### config.mk
export PLATFORM = sky130hd
export DESIGN_NAME = crypto_control
export DESIGN_NICKNAME = d
export VERILOG_FILES = /design/src/rtl/crypto_pkg.sv /design/src/rtl/duplex_if.sv /design/src/rtl/crypto_control.sv /design/src/rtl/crypto_sequencer.sv /design/src/rtl/duplex_core.sv /design/src/rtl/range_addresser.sv
export SDC_FILE = /design/constraint.sdc
export NUM_CORES = 1
export LEC_CHECK = 0
export ABC_AREA = 1
export BUFFER_PORTS_ARGS = -buffer_cell sky130_fd_sc_hd__buf_2
export CAP_MARGIN = 20
export CORE_ASPECT_RATIO = 1.25
export CORE_MARGIN = 8
export CORE_UTILIZATION = 53
export CTS_BUF_LIST = sky130_fd_sc_hd__clkbuf_16
export DETAILED_ROUTE_END_ITERATION = 8
export GPL_TIMING_DRIVEN = 0
export PLACE_DENSITY_LB_ADDON = 0.15
export SYNTH_ARGS = -nofsm -noshare
export SYNTH_HDL_FRONTEND = slang
export SYNTH_SLANG_ARGS = --single-unit
### constraint.sdc
create_clock -name clk -period 3 [get_ports clk]
set_input_delay 0.3 -clock clk [delete_from_list [all_inputs] [get_ports clk]]
set_output_delay 0.3 -clock clk [all_outputs]
set_load 0.02 [all_outputs]
### src/rtl/crypto_pkg.sv
package crypto_pkg;

    typedef logic [15:0] word_t;

    localparam int KEY_BITS  = 64;
    localparam int KEY_WORDS = 4;
    localparam int TAG_WORDS = 4;
    localparam int ADDR_STEP = 2;

    // mixing step of the duplex core
    localparam word_t MIX_CONST = 16'h9e37;
    localparam int    MIX_ROT   = 3;

    typedef enum logic [1:0] {
        CMD_WRAP,
        CMD_UNWRAP,
        CMD_CLEAR
    } cmd_e;

    typedef enum logic [2:0] {
        OP_INIT,
        OP_ABSORB,
        OP_ENCRYPT,
        OP_DECRYPT,
        OP_SQUEEZE
    } duplex_op_e;

    typedef enum logic [3:0] {
        S_IDLE,
        S_INIT,
        S_AD_RD,
        S_AD_REQ,
        S_BODY_INIT,
        S_BODY_RD,
        S_BODY_REQ,
        S_BODY_WR,
        S_TAG_INIT,
        S_TAG_REQ,
        S_TAG_RSP,
        S_CLR_INIT,
        S_CLR_LOOP,
        S_RESULT
    } seq_state_e;

endpackage
### src/rtl/duplex_if.sv
`timescale 1ns/1ps

interface duplex_if;

    // request side, held until req_ready
    logic                   req_valid;
    logic                   req_ready;
    crypto_pkg::duplex_op_e req_op;
    crypto_pkg::word_t      req_data;

    // one-cycle response, no back-pressure
    logic                   rsp_valid;
    crypto_pkg::word_t      rsp_data;

    modport seq (
        output req_valid,
        output req_op,
        output req_data,
        input  req_ready,
        input  rsp_valid,
        input  rsp_data
    );

    modport core (
        input  req_valid,
        input  req_op,
        input  req_data,
        output req_ready,
        output rsp_valid,
        output rsp_data
    );

endinterface

### src/rtl/crypto_control.sv
`timescale 1ns/1ps

module crypto_control (
    input  logic                            clk,
    input  logic                            reset,
    input  logic                            start_valid,
    output logic                            start_ready,
    input  crypto_pkg::cmd_e                cmd,
    input  logic [crypto_pkg::KEY_BITS-1:0] key,
    input  crypto_pkg::word_t               ad_start,
    input  crypto_pkg::word_t               ad_end,
    input  crypto_pkg::word_t               body_start,
    input  crypto_pkg::word_t               body_end,
    input  crypto_pkg::word_t               out_start,
    input  crypto_pkg::word_t               tag_addr,
    output logic                            mem_en,
    output logic                            mem_we,
    output crypto_pkg::word_t               mem_addr,
    output crypto_pkg::word_t               mem_wdata,
    input  crypto_pkg::word_t               mem_rdata,
    output logic                            result_valid,
    output logic                            result_ok
);

    logic              rd_init;
    crypto_pkg::word_t rd_base;
    crypto_pkg::word_t rd_limit;
    logic              rd_inc;
    logic              wr_init;
    crypto_pkg::word_t wr_base;
    logic              wr_inc;
    logic              sel_wr;
    logic              rd_done;

    duplex_if duplex_bus ();

    crypto_sequencer i_seq (
        .clk          (clk),
        .reset        (reset),
        .start_valid  (start_valid),
        .start_ready  (start_ready),
        .cmd          (cmd),
        .ad_start     (ad_start),
        .ad_end       (ad_end),
        .body_start   (body_start),
        .body_end     (body_end),
        .out_start    (out_start),
        .tag_addr     (tag_addr),
        .mem_rdata    (mem_rdata),
        .mem_en       (mem_en),
        .mem_we       (mem_we),
        .mem_wdata    (mem_wdata),
        .result_valid (result_valid),
        .result_ok    (result_ok),
        .duplex       (duplex_bus.seq),
        .rd_init      (rd_init),
        .rd_base      (rd_base),
        .rd_limit     (rd_limit),
        .rd_inc       (rd_inc),
        .wr_init      (wr_init),
        .wr_base      (wr_base),
        .wr_inc       (wr_inc),
        .sel_wr       (sel_wr),
        .rd_done      (rd_done)
    );

    range_addresser i_addr (
        .clk      (clk),
        .reset    (reset),
        .rd_init  (rd_init),
        .rd_base  (rd_base),
        .rd_limit (rd_limit),
        .rd_inc   (rd_inc),
        .wr_init  (wr_init),
        .wr_base  (wr_base),
        .wr_inc   (wr_inc),
        .sel_wr   (sel_wr),
        .mem_addr (mem_addr),
        .rd_done  (rd_done)
    );

    duplex_core i_core (
        .clk    (clk),
        .reset  (reset),
        .key    (key),
        .duplex (duplex_bus.core)
    );

endmodule

### src/rtl/crypto_sequencer.sv
`timescale 1ns/1ps

module crypto_sequencer (
    input  logic              clk,
    input  logic              reset,
    input  logic              start_valid,
    output logic              start_ready,
    input  crypto_pkg::cmd_e  cmd,
    input  crypto_pkg::word_t ad_start,
    input  crypto_pkg::word_t ad_end,
    input  crypto_pkg::word_t body_start,
    input  crypto_pkg::word_t body_end,
    input  crypto_pkg::word_t out_start,
    input  crypto_pkg::word_t tag_addr,
    input  crypto_pkg::word_t mem_rdata,
    output logic              mem_en,
    output logic              mem_we,
    output crypto_pkg::word_t mem_wdata,
    output logic              result_valid,
    output logic              result_ok,
    duplex_if.seq             duplex,
    output logic              rd_init,
    output crypto_pkg::word_t rd_base,
    output crypto_pkg::word_t rd_limit,
    output logic              rd_inc,
    output logic              wr_init,
    output crypto_pkg::word_t wr_base,
    output logic              wr_inc,
    output logic              sel_wr,
    input  logic              rd_done
);

    crypto_pkg::seq_state_e                   state;
    crypto_pkg::seq_state_e                   next_state;
    crypto_pkg::cmd_e                         cmd_q;
    logic                                     mismatch_q;
    logic [$clog2(crypto_pkg::TAG_WORDS)-1:0] tag_cnt;
    logic                                     unwrap;
    logic                                     tag_last;
    logic                                     tag_step;

    assign unwrap       = cmd_q == crypto_pkg::CMD_UNWRAP;
    assign tag_last     = int'(tag_cnt) == crypto_pkg::TAG_WORDS - 1;
    assign tag_step     = (state == crypto_pkg::S_TAG_RSP) && duplex.rsp_valid;
    assign start_ready  = state == crypto_pkg::S_IDLE;
    assign result_valid = state == crypto_pkg::S_RESULT;
    assign result_ok    = !mismatch_q;

    always_comb
    begin
        next_state       = state;
        mem_en           = 1'b0;
        mem_we           = 1'b0;
        mem_wdata        = '0;
        rd_init          = 1'b0;
        rd_base          = '0;
        rd_limit         = '0;
        rd_inc           = 1'b0;
        wr_init          = 1'b0;
        wr_base          = '0;
        wr_inc           = 1'b0;
        sel_wr           = 1'b0;
        duplex.req_valid = 1'b0;
        duplex.req_op    = crypto_pkg::OP_INIT;
        duplex.req_data  = '0;

        case (state)
            crypto_pkg::S_IDLE:
                if (start_valid)
                    next_state = (cmd == crypto_pkg::CMD_CLEAR) ? crypto_pkg::S_CLR_INIT
                                                                : crypto_pkg::S_INIT;
            // key init overlaps loading the AD range
            crypto_pkg::S_INIT:
            begin
                duplex.req_valid = 1'b1;
                rd_init          = 1'b1;
                rd_base          = ad_start;
                rd_limit         = ad_end;
                if (duplex.req_ready)
                    next_state = crypto_pkg::S_AD_RD;
            end
            crypto_pkg::S_AD_RD:
                if (rd_done)
                    next_state = crypto_pkg::S_BODY_INIT;
                else
                begin
                    mem_en     = 1'b1;
                    rd_inc     = 1'b1;
                    next_state = crypto_pkg::S_AD_REQ;
                end
            crypto_pkg::S_AD_REQ:
            begin
                duplex.req_valid = 1'b1;
                duplex.req_op    = crypto_pkg::OP_ABSORB;
                duplex.req_data  = mem_rdata;
                if (duplex.req_ready)
                    next_state = crypto_pkg::S_AD_RD;
            end
            crypto_pkg::S_BODY_INIT:
            begin
                rd_init    = 1'b1;
                rd_base    = body_start;
                rd_limit   = body_end;
                wr_init    = 1'b1;
                wr_base    = out_start;
                next_state = crypto_pkg::S_BODY_RD;
            end
            crypto_pkg::S_BODY_RD:
                if (rd_done)
                    next_state = crypto_pkg::S_TAG_INIT;
                else
                begin
                    mem_en     = 1'b1;
                    rd_inc     = 1'b1;
                    next_state = crypto_pkg::S_BODY_REQ;
                end
            crypto_pkg::S_BODY_REQ:
            begin
                duplex.req_valid = 1'b1;
                duplex.req_op    = unwrap ? crypto_pkg::OP_DECRYPT : crypto_pkg::OP_ENCRYPT;
                duplex.req_data  = mem_rdata;
                if (duplex.req_ready)
                    next_state = crypto_pkg::S_BODY_WR;
            end
            crypto_pkg::S_BODY_WR:
                if (duplex.rsp_valid)
                begin
                    mem_en     = 1'b1;
                    mem_we     = 1'b1;
                    sel_wr     = 1'b1;
                    mem_wdata  = duplex.rsp_data;
                    wr_inc     = 1'b1;
                    next_state = crypto_pkg::S_BODY_RD;
                end
            crypto_pkg::S_TAG_INIT:
            begin
                rd_init    = 1'b1;
                rd_base    = tag_addr;
                rd_limit   = tag_addr + crypto_pkg::word_t'(crypto_pkg::TAG_WORDS
                                                            * crypto_pkg::ADDR_STEP);
                wr_init    = 1'b1;
                wr_base    = tag_addr;
                next_state = crypto_pkg::S_TAG_REQ;
            end
            // unwrap fetches the stored tag word alongside the squeeze
            crypto_pkg::S_TAG_REQ:
            begin
                duplex.req_valid = 1'b1;
                duplex.req_op    = crypto_pkg::OP_SQUEEZE;
                if (duplex.req_ready)
                begin
                    mem_en     = unwrap;
                    rd_inc     = unwrap;
                    next_state = crypto_pkg::S_TAG_RSP;
                end
            end
            crypto_pkg::S_TAG_RSP:
                if (duplex.rsp_valid)
                begin
                    mem_en     = !unwrap;
                    mem_we     = !unwrap;
                    sel_wr     = 1'b1;
                    mem_wdata  = duplex.rsp_data;
                    wr_inc     = !unwrap;
                    next_state = tag_last ? crypto_pkg::S_RESULT : crypto_pkg::S_TAG_REQ;
                end
            crypto_pkg::S_CLR_INIT:
            begin
                rd_init    = 1'b1;
                rd_base    = body_start;
                rd_limit   = body_end;
                next_state = crypto_pkg::S_CLR_LOOP;
            end
            crypto_pkg::S_CLR_LOOP:
                if (rd_done)
                    next_state = crypto_pkg::S_RESULT;
                else
                begin
                    mem_en = 1'b1;
                    mem_we = 1'b1;
                    rd_inc = 1'b1;
                end
            default:
                next_state = crypto_pkg::S_IDLE;
        endcase
    end

    always_ff @(posedge clk)
    begin
        if (reset)
        begin
            state      <= crypto_pkg::S_IDLE;
            cmd_q      <= crypto_pkg::CMD_WRAP;
            mismatch_q <= 1'b0;
            tag_cnt    <= '0;
        end
        else
        begin
            state <= next_state;
            if (start_valid && start_ready)
            begin
                cmd_q      <= cmd;
                mismatch_q <= 1'b0;
            end
            else if (tag_step && unwrap && (duplex.rsp_data != mem_rdata))
                mismatch_q <= 1'b1;
            if (state == crypto_pkg::S_TAG_INIT)
                tag_cnt <= '0;
            else if (tag_step)
                tag_cnt <= tag_cnt + 1'b1;
        end
    end

    a_we_needs_en: assert property (
        @(posedge clk) disable iff (reset)
        mem_we |-> mem_en
    );

endmodule

### src/rtl/duplex_core.sv
`timescale 1ns/1ps

module duplex_core (
    input  logic                            clk,
    input  logic                            reset,
    input  logic [crypto_pkg::KEY_BITS-1:0] key,
    duplex_if.core                          duplex
);

    crypto_pkg::word_t s;
    crypto_pkg::word_t mix_in;
    crypto_pkg::word_t out_word;
    crypto_pkg::word_t s_next;
    crypto_pkg::word_t rsp_data_q;
    logic              ready_q;
    logic              rsp_valid_q;
    logic              accept;

    function automatic crypto_pkg::word_t mix(input crypto_pkg::word_t x);
        crypto_pkg::word_t rot;
        rot = (x << crypto_pkg::MIX_ROT) | (x >> (16 - crypto_pkg::MIX_ROT));
        return rot + crypto_pkg::MIX_CONST;
    endfunction

    function automatic crypto_pkg::word_t key_fold(
        input logic [crypto_pkg::KEY_BITS-1:0] k
    );
        crypto_pkg::word_t acc;
        acc = '0;
        for (int i = 0; i < crypto_pkg::KEY_WORDS; i++)
            acc = acc ^ k[i*16 +: 16];
        return acc;
    endfunction

    assign accept = duplex.req_valid && ready_q;

    always_comb
    begin
        mix_in   = s;
        out_word = s;
        case (duplex.req_op)
            crypto_pkg::OP_ABSORB:
                mix_in = s ^ duplex.req_data;
            crypto_pkg::OP_ENCRYPT:
            begin
                out_word = duplex.req_data ^ s;
                mix_in   = s ^ duplex.req_data;
            end
            crypto_pkg::OP_DECRYPT:
            begin
                out_word = duplex.req_data ^ s;
                // s xor plaintext is the ciphertext itself
                mix_in   = duplex.req_data;
            end
            default:
                mix_in = s;
        endcase
    end

    assign s_next = (duplex.req_op == crypto_pkg::OP_INIT) ? key_fold(key) : mix(mix_in);

    always_ff @(posedge clk)
    begin
        if (reset)
        begin
            ready_q     <= 1'b1;
            rsp_valid_q <= 1'b0;
        end
        else
        begin
            ready_q     <= !accept;
            rsp_valid_q <= accept;
        end
    end

    always_ff @(posedge clk)
    begin
        if (accept)
        begin
            s          <= s_next;
            rsp_data_q <= out_word;
        end
    end

    assign duplex.req_ready = ready_q;
    assign duplex.rsp_valid = rsp_valid_q;
    assign duplex.rsp_data  = rsp_data_q;

    // a stalled request must not change under the core
    a_req_stable: assert property (
        @(posedge clk) disable iff (reset)
        (duplex.req_valid && !duplex.req_ready) |=>
            (duplex.req_valid && $stable(duplex.req_op) && $stable(duplex.req_data))
    );

endmodule

### src/rtl/range_addresser.sv
`timescale 1ns/1ps

module range_addresser (
    input  logic              clk,
    input  logic              reset,
    input  logic              rd_init,
    input  crypto_pkg::word_t rd_base,
    input  crypto_pkg::word_t rd_limit,
    input  logic              rd_inc,
    input  logic              wr_init,
    input  crypto_pkg::word_t wr_base,
    input  logic              wr_inc,
    input  logic              sel_wr,
    output crypto_pkg::word_t mem_addr,
    output logic              rd_done
);

    crypto_pkg::word_t rd_cnt;
    crypto_pkg::word_t rd_lim;
    crypto_pkg::word_t wr_cnt;

    // read side walks the source range up to its limit
    always_ff @(posedge clk)
    begin
        if (reset)
        begin
            rd_cnt <= '0;
            rd_lim <= '0;
        end
        else if (rd_init)
        begin
            rd_cnt <= rd_base;
            rd_lim <= rd_limit;
        end
        else if (rd_inc)
            rd_cnt <= rd_cnt + crypto_pkg::word_t'(crypto_pkg::ADDR_STEP);
    end

    // output side for ciphertext, plaintext and tag writes
    always_ff @(posedge clk)
    begin
        if (reset)
            wr_cnt <= '0;
        else if (wr_init)
            wr_cnt <= wr_base;
        else if (wr_inc)
            wr_cnt <= wr_cnt + crypto_pkg::word_t'(crypto_pkg::ADDR_STEP);
    end

    assign rd_done  = rd_cnt >= rd_lim;
    assign mem_addr = sel_wr ? wr_cnt : rd_cnt;

    // the sequencer never steps past the end of a range
    a_no_inc_when_done: assert property (
        @(posedge clk) disable iff (reset)
        !(rd_inc && rd_done)
    );

endmodule

==> flow_summary.toml <==
[grt]
antenna_found_initial = 0
grt_pass1_wl_mm = 38.5
grt_max_degree = 19
globalRouteOverflowTotal = 0
groute.usage.overall_pct = 27.4
number_of_global_route_vias_before_repair = 7927

[sta]
worst_slew_pin_slew_ps = 769
fin_crit_ps = 2780
worst_clock_skew_ps = 10.1
hold_viol = 0
slew_headroom_pct = 48.7
finalCritPeriodShare_pct = 92.5
rsz0062_at_grt = "no"
setup_viol = 0
max_clock_freq_ghz = 0.360
slew_viol_final = 0
finalWorstSetupSlack_ps = 224

[synthesis]
yosysTopAreaCell = "sky130_fd_sc_hd__dfxtp_1"
seq_area_frac_synth_pct = 29.3
number_of_library_cell_types_mapped_by_synthesis = 45
synth_async_sr_flop_share_pct = 0
ys_seq_elements = 91
synthesis.area_per_instance_um2 = 6.68
postSynthNetCount = 1297
yosysMostFrequentCell = "sky130_fd_sc_hd__nand2_1"
commonest_cells_in_the_synthesized_netlist = "sky130_fd_sc_hd__nand2_1 (279), sky130_fd_sc_hd__inv_1 (118), sky130_fd_sc_hd__nor2_1 (91), sky130_fd_sc_hd__o21ai_0 (81), sky130_fd_sc_hd__nand3_1 (70)"
netlist_top_cells_area = "sky130_fd_sc_hd__dfxtp_1 (16%), sky130_fd_sc_hd__nand2_1 (14%), sky130_fd_sc_hd__edfxtp_1 (13%)"
synth_edf_count = 32
synthesis.instances = 1095
synth_ff_type = "sky130_fd_sc_hd__dfxtp_1"
number_of_synthesis_warnings = 0
syn-cell-area_um2 = 7310
post-synth-top-area-fraction_pct = 16.2

[pwr]
ir_worst_vdd_uv = 406
switching_share_pct = 47.5
power_frac_seq_pct = 29.7
cellPowerDensity_nw_per_um2 = 827
share_comb_of_total_power_pct = 54.5
p_switching_mw = 3.51
power.share.clock_pct = 15.8
internal_power_mw = 3.88
leakage_power_nw = 4.06

[setup_path]
register_to_register_path_depth = 18
worst_path_largest_cell_delay_ps = 330
cp_common_cell = "sky130_fd_sc_hd__nand2_1"
critical_path.slowest_cell = "sky130_fd_sc_hd__nand3_2"
critPathLaunchType = "register"
worstPathMaxFanout = 10
timing.critical_path.required_ps = 3110
criticalPathCategory = "register to register"
setup.worst_path.end_class = "register"
crit_chain = "inv_1 > nor2_4 > nand3_2 > nand2_2 > inv_2 > nand3_1 > nand2_1 > inv_2 > ha_1 > nand2_1 > nand2_1 > nand2_2 > nand2_1 > nand2_1 > nand2_1 > nand2_1 > nand3_1 > nand2_1"
worst-endpoint-arrival_ps = 2880

[final_layout]
antennaDiodeCount = 0
fraction_of_layout_instances_using_a_drive_strength_above_1_pct = 22.0
flow.area_growth_from_synthesis_pct = 22.3
fin_cells = 1504
nNetsFinal = 1526

[route]
wire_per_inst_um = 16.9
vias = 8247
postRouteWirelength_mm = 25.5
dr_wl_met3_mm = 1.61
drt-vias-per-instance = 5.48
detailedRoute.firstPassIterationCount = 5
met1_length_mm = 9.08
wl_met2_mm = 13.5
drc = 0
detail_route.iter0.violations = 522
route.top_layer_used = "met4"
detail-route-antenna-nets = 0

[floorplan]
start_util_pct = 53.6
io-pin-count = 218
fp.dieW_um = 121
floorplan.core_area_um2 = 13600
number_of_rows_in_the_core_area = 48
die_y_um = 147
design.die.area_um2 = 17800

[placement]
pre_cts_ws_ps = -2.49
gpl.final_weighted_congestion = 0.946
placed_cells = 1488
post-dp-hpwl_mm = 20.7
port_buffers = 217

[clock_tree]
ctsHoldBuffers = 0
clk_path_buf_depth = 2
ctsRootBufferMaster = "sky130_fd_sc_hd__clkbuf_16"
cts_inserted_buffers = 9
h-tree-depth = 3
clock_latency_ps = 350
clk_pin_slew_ps = 70
tritoncts = "done"
clock_sinks = 91

[worst_hold_path]
hold_depth = 3
hold_class = "primary input to register"

[job]
max_cap_violations = 0

[status]
run_status = "complete, no violations"
[kinds of logic after synthesis]
| logic type | Yosys count | synth area share, % |
|---|---|---|
| AO/OA/AOI/OAI | 227 | 18.4 |
| adder cells (fa/ha/maj) | 21 | 3.59 |
| buffers and inverters | 175 | 9.51 |
| XOR/XNOR | 83 | 9.94 |
| flip-flops | 91 | 29.3 |
| AND/OR/NAND/NOR | 497 | 29.1 |
| multiplexers | 1 | 0.137 |
[worst max-delay path, delay by kind of cell (launching register included)]
family / cells / cell delay (ps)
flip-flops: 1 / 310
adder cells (fa/ha/maj): 1 / 150
AND/OR/NAND/NOR: 14 / 1790
buffers and inverters: 3 / 290
[cell usage in the layout, fill, tap and decap left out, drive strengths merged, types with 41 or more instances in the layout]
master	Yosys	routed
inv	134	138
xnor2	41	41
buf	14	232
o21ai	90	90
xor2	42	42
dfxtp	59	59
nand2	290	290
a21oi	55	55
nor2	99	99
nand3	73	73
[per-layer routing]
layer  up-vias  track usage [%]
li1       4110                -
met1      3704             26.0
met2       361             52.8
met3        72             5.11
met4         0             15.9
met5         -                0
[registers in the layout (all words and copies together), names as in the netlist]
signal and count:
i_core.duplex.rsp_valid 1, i_core.duplex.rsp_data 16, i_seq.tag_cnt 2, i_seq.mismatch_q 1
i_core.s 16, i_seq.cmd_q 2, i_seq.state 4, i_addr.wr_cnt 16
i_addr.rd_cnt 16, i_addr.rd_lim 16, i_core.duplex.req_ready 1
[path summary, 6_finish.rpt]
| kind | start | end | slack (ps) |
|---|---|---|---|
| hold reg to reg | i_seq.mismatch_q$_SDFFE_PP0P_ | i_seq.mismatch_q$_SDFFE_PP0P_ | 450 |
| setup reg to reg | i_seq.cmd_q[0]$_SDFFE_PP0P_ | i_core.s[14]$_DFFE_PP_ | 220 |
| hold / removal | ad_end[10] | i_addr.rd_lim[10]$_SDFFE_PP0N_ | 210 |
| setup / recovery | i_seq.cmd_q[0]$_SDFFE_PP0P_ | i_core.s[14]$_DFFE_PP_ | 220 |
[power by group through the flow]
stage / clock network, mW / registers [mW] / logic, mW
6_report: 1.17 / 2.20 / 4.03
4_1_cts: 1.17 / 2.19 / 4.00
3_3_place_gp: 0 / 2.21 / 3.85
2_1_floorplan: 0 / 2.10 / 2.87
5_1_grt: 1.21 / 2.25 / 4.46
3_5_place_dp: 0 / 2.21 / 3.98
[per-stage QoR]
step / area [um2] / power, mW / utilization [%] / TNS (ps) / hold slack [ps]
2_1_floorplan: 7310 / 4.97 / - / 0 / 443
3_3_place_gp: 8620 / 6.06 / 63.2 / 0 / 442
3_5_place_dp: 8640 / 6.19 / 63.4 / -2.49 / 451
4_1_cts: 8930 / 7.35 / 65.5 / 0 / 206
5_1_grt: 8940 / 7.92 / 65.6 / 0 / 226
6_report: 8940 / 7.40 / 65.6 / 0 / 210
[final cells by class]
class                   count  area, um2
plain buffers              39        186
clock buffers               9        225
well taps                 175        219
multi-input cells         829       4480
clock inverters             7       65.1
fillers                  1341       4690
inverters                 136        510
repair buffers            218       1110
flip-flops and latches     91       2140
[repair_timing]
item	4_1_cts	5_1_grt
buffers inserted	0	0
gates resized for setup	0	3
endpoints found under the hold margin	0	0
endpoints found under the setup margin	0	9
No activity file was read; power rests on OpenSTA's default activity.
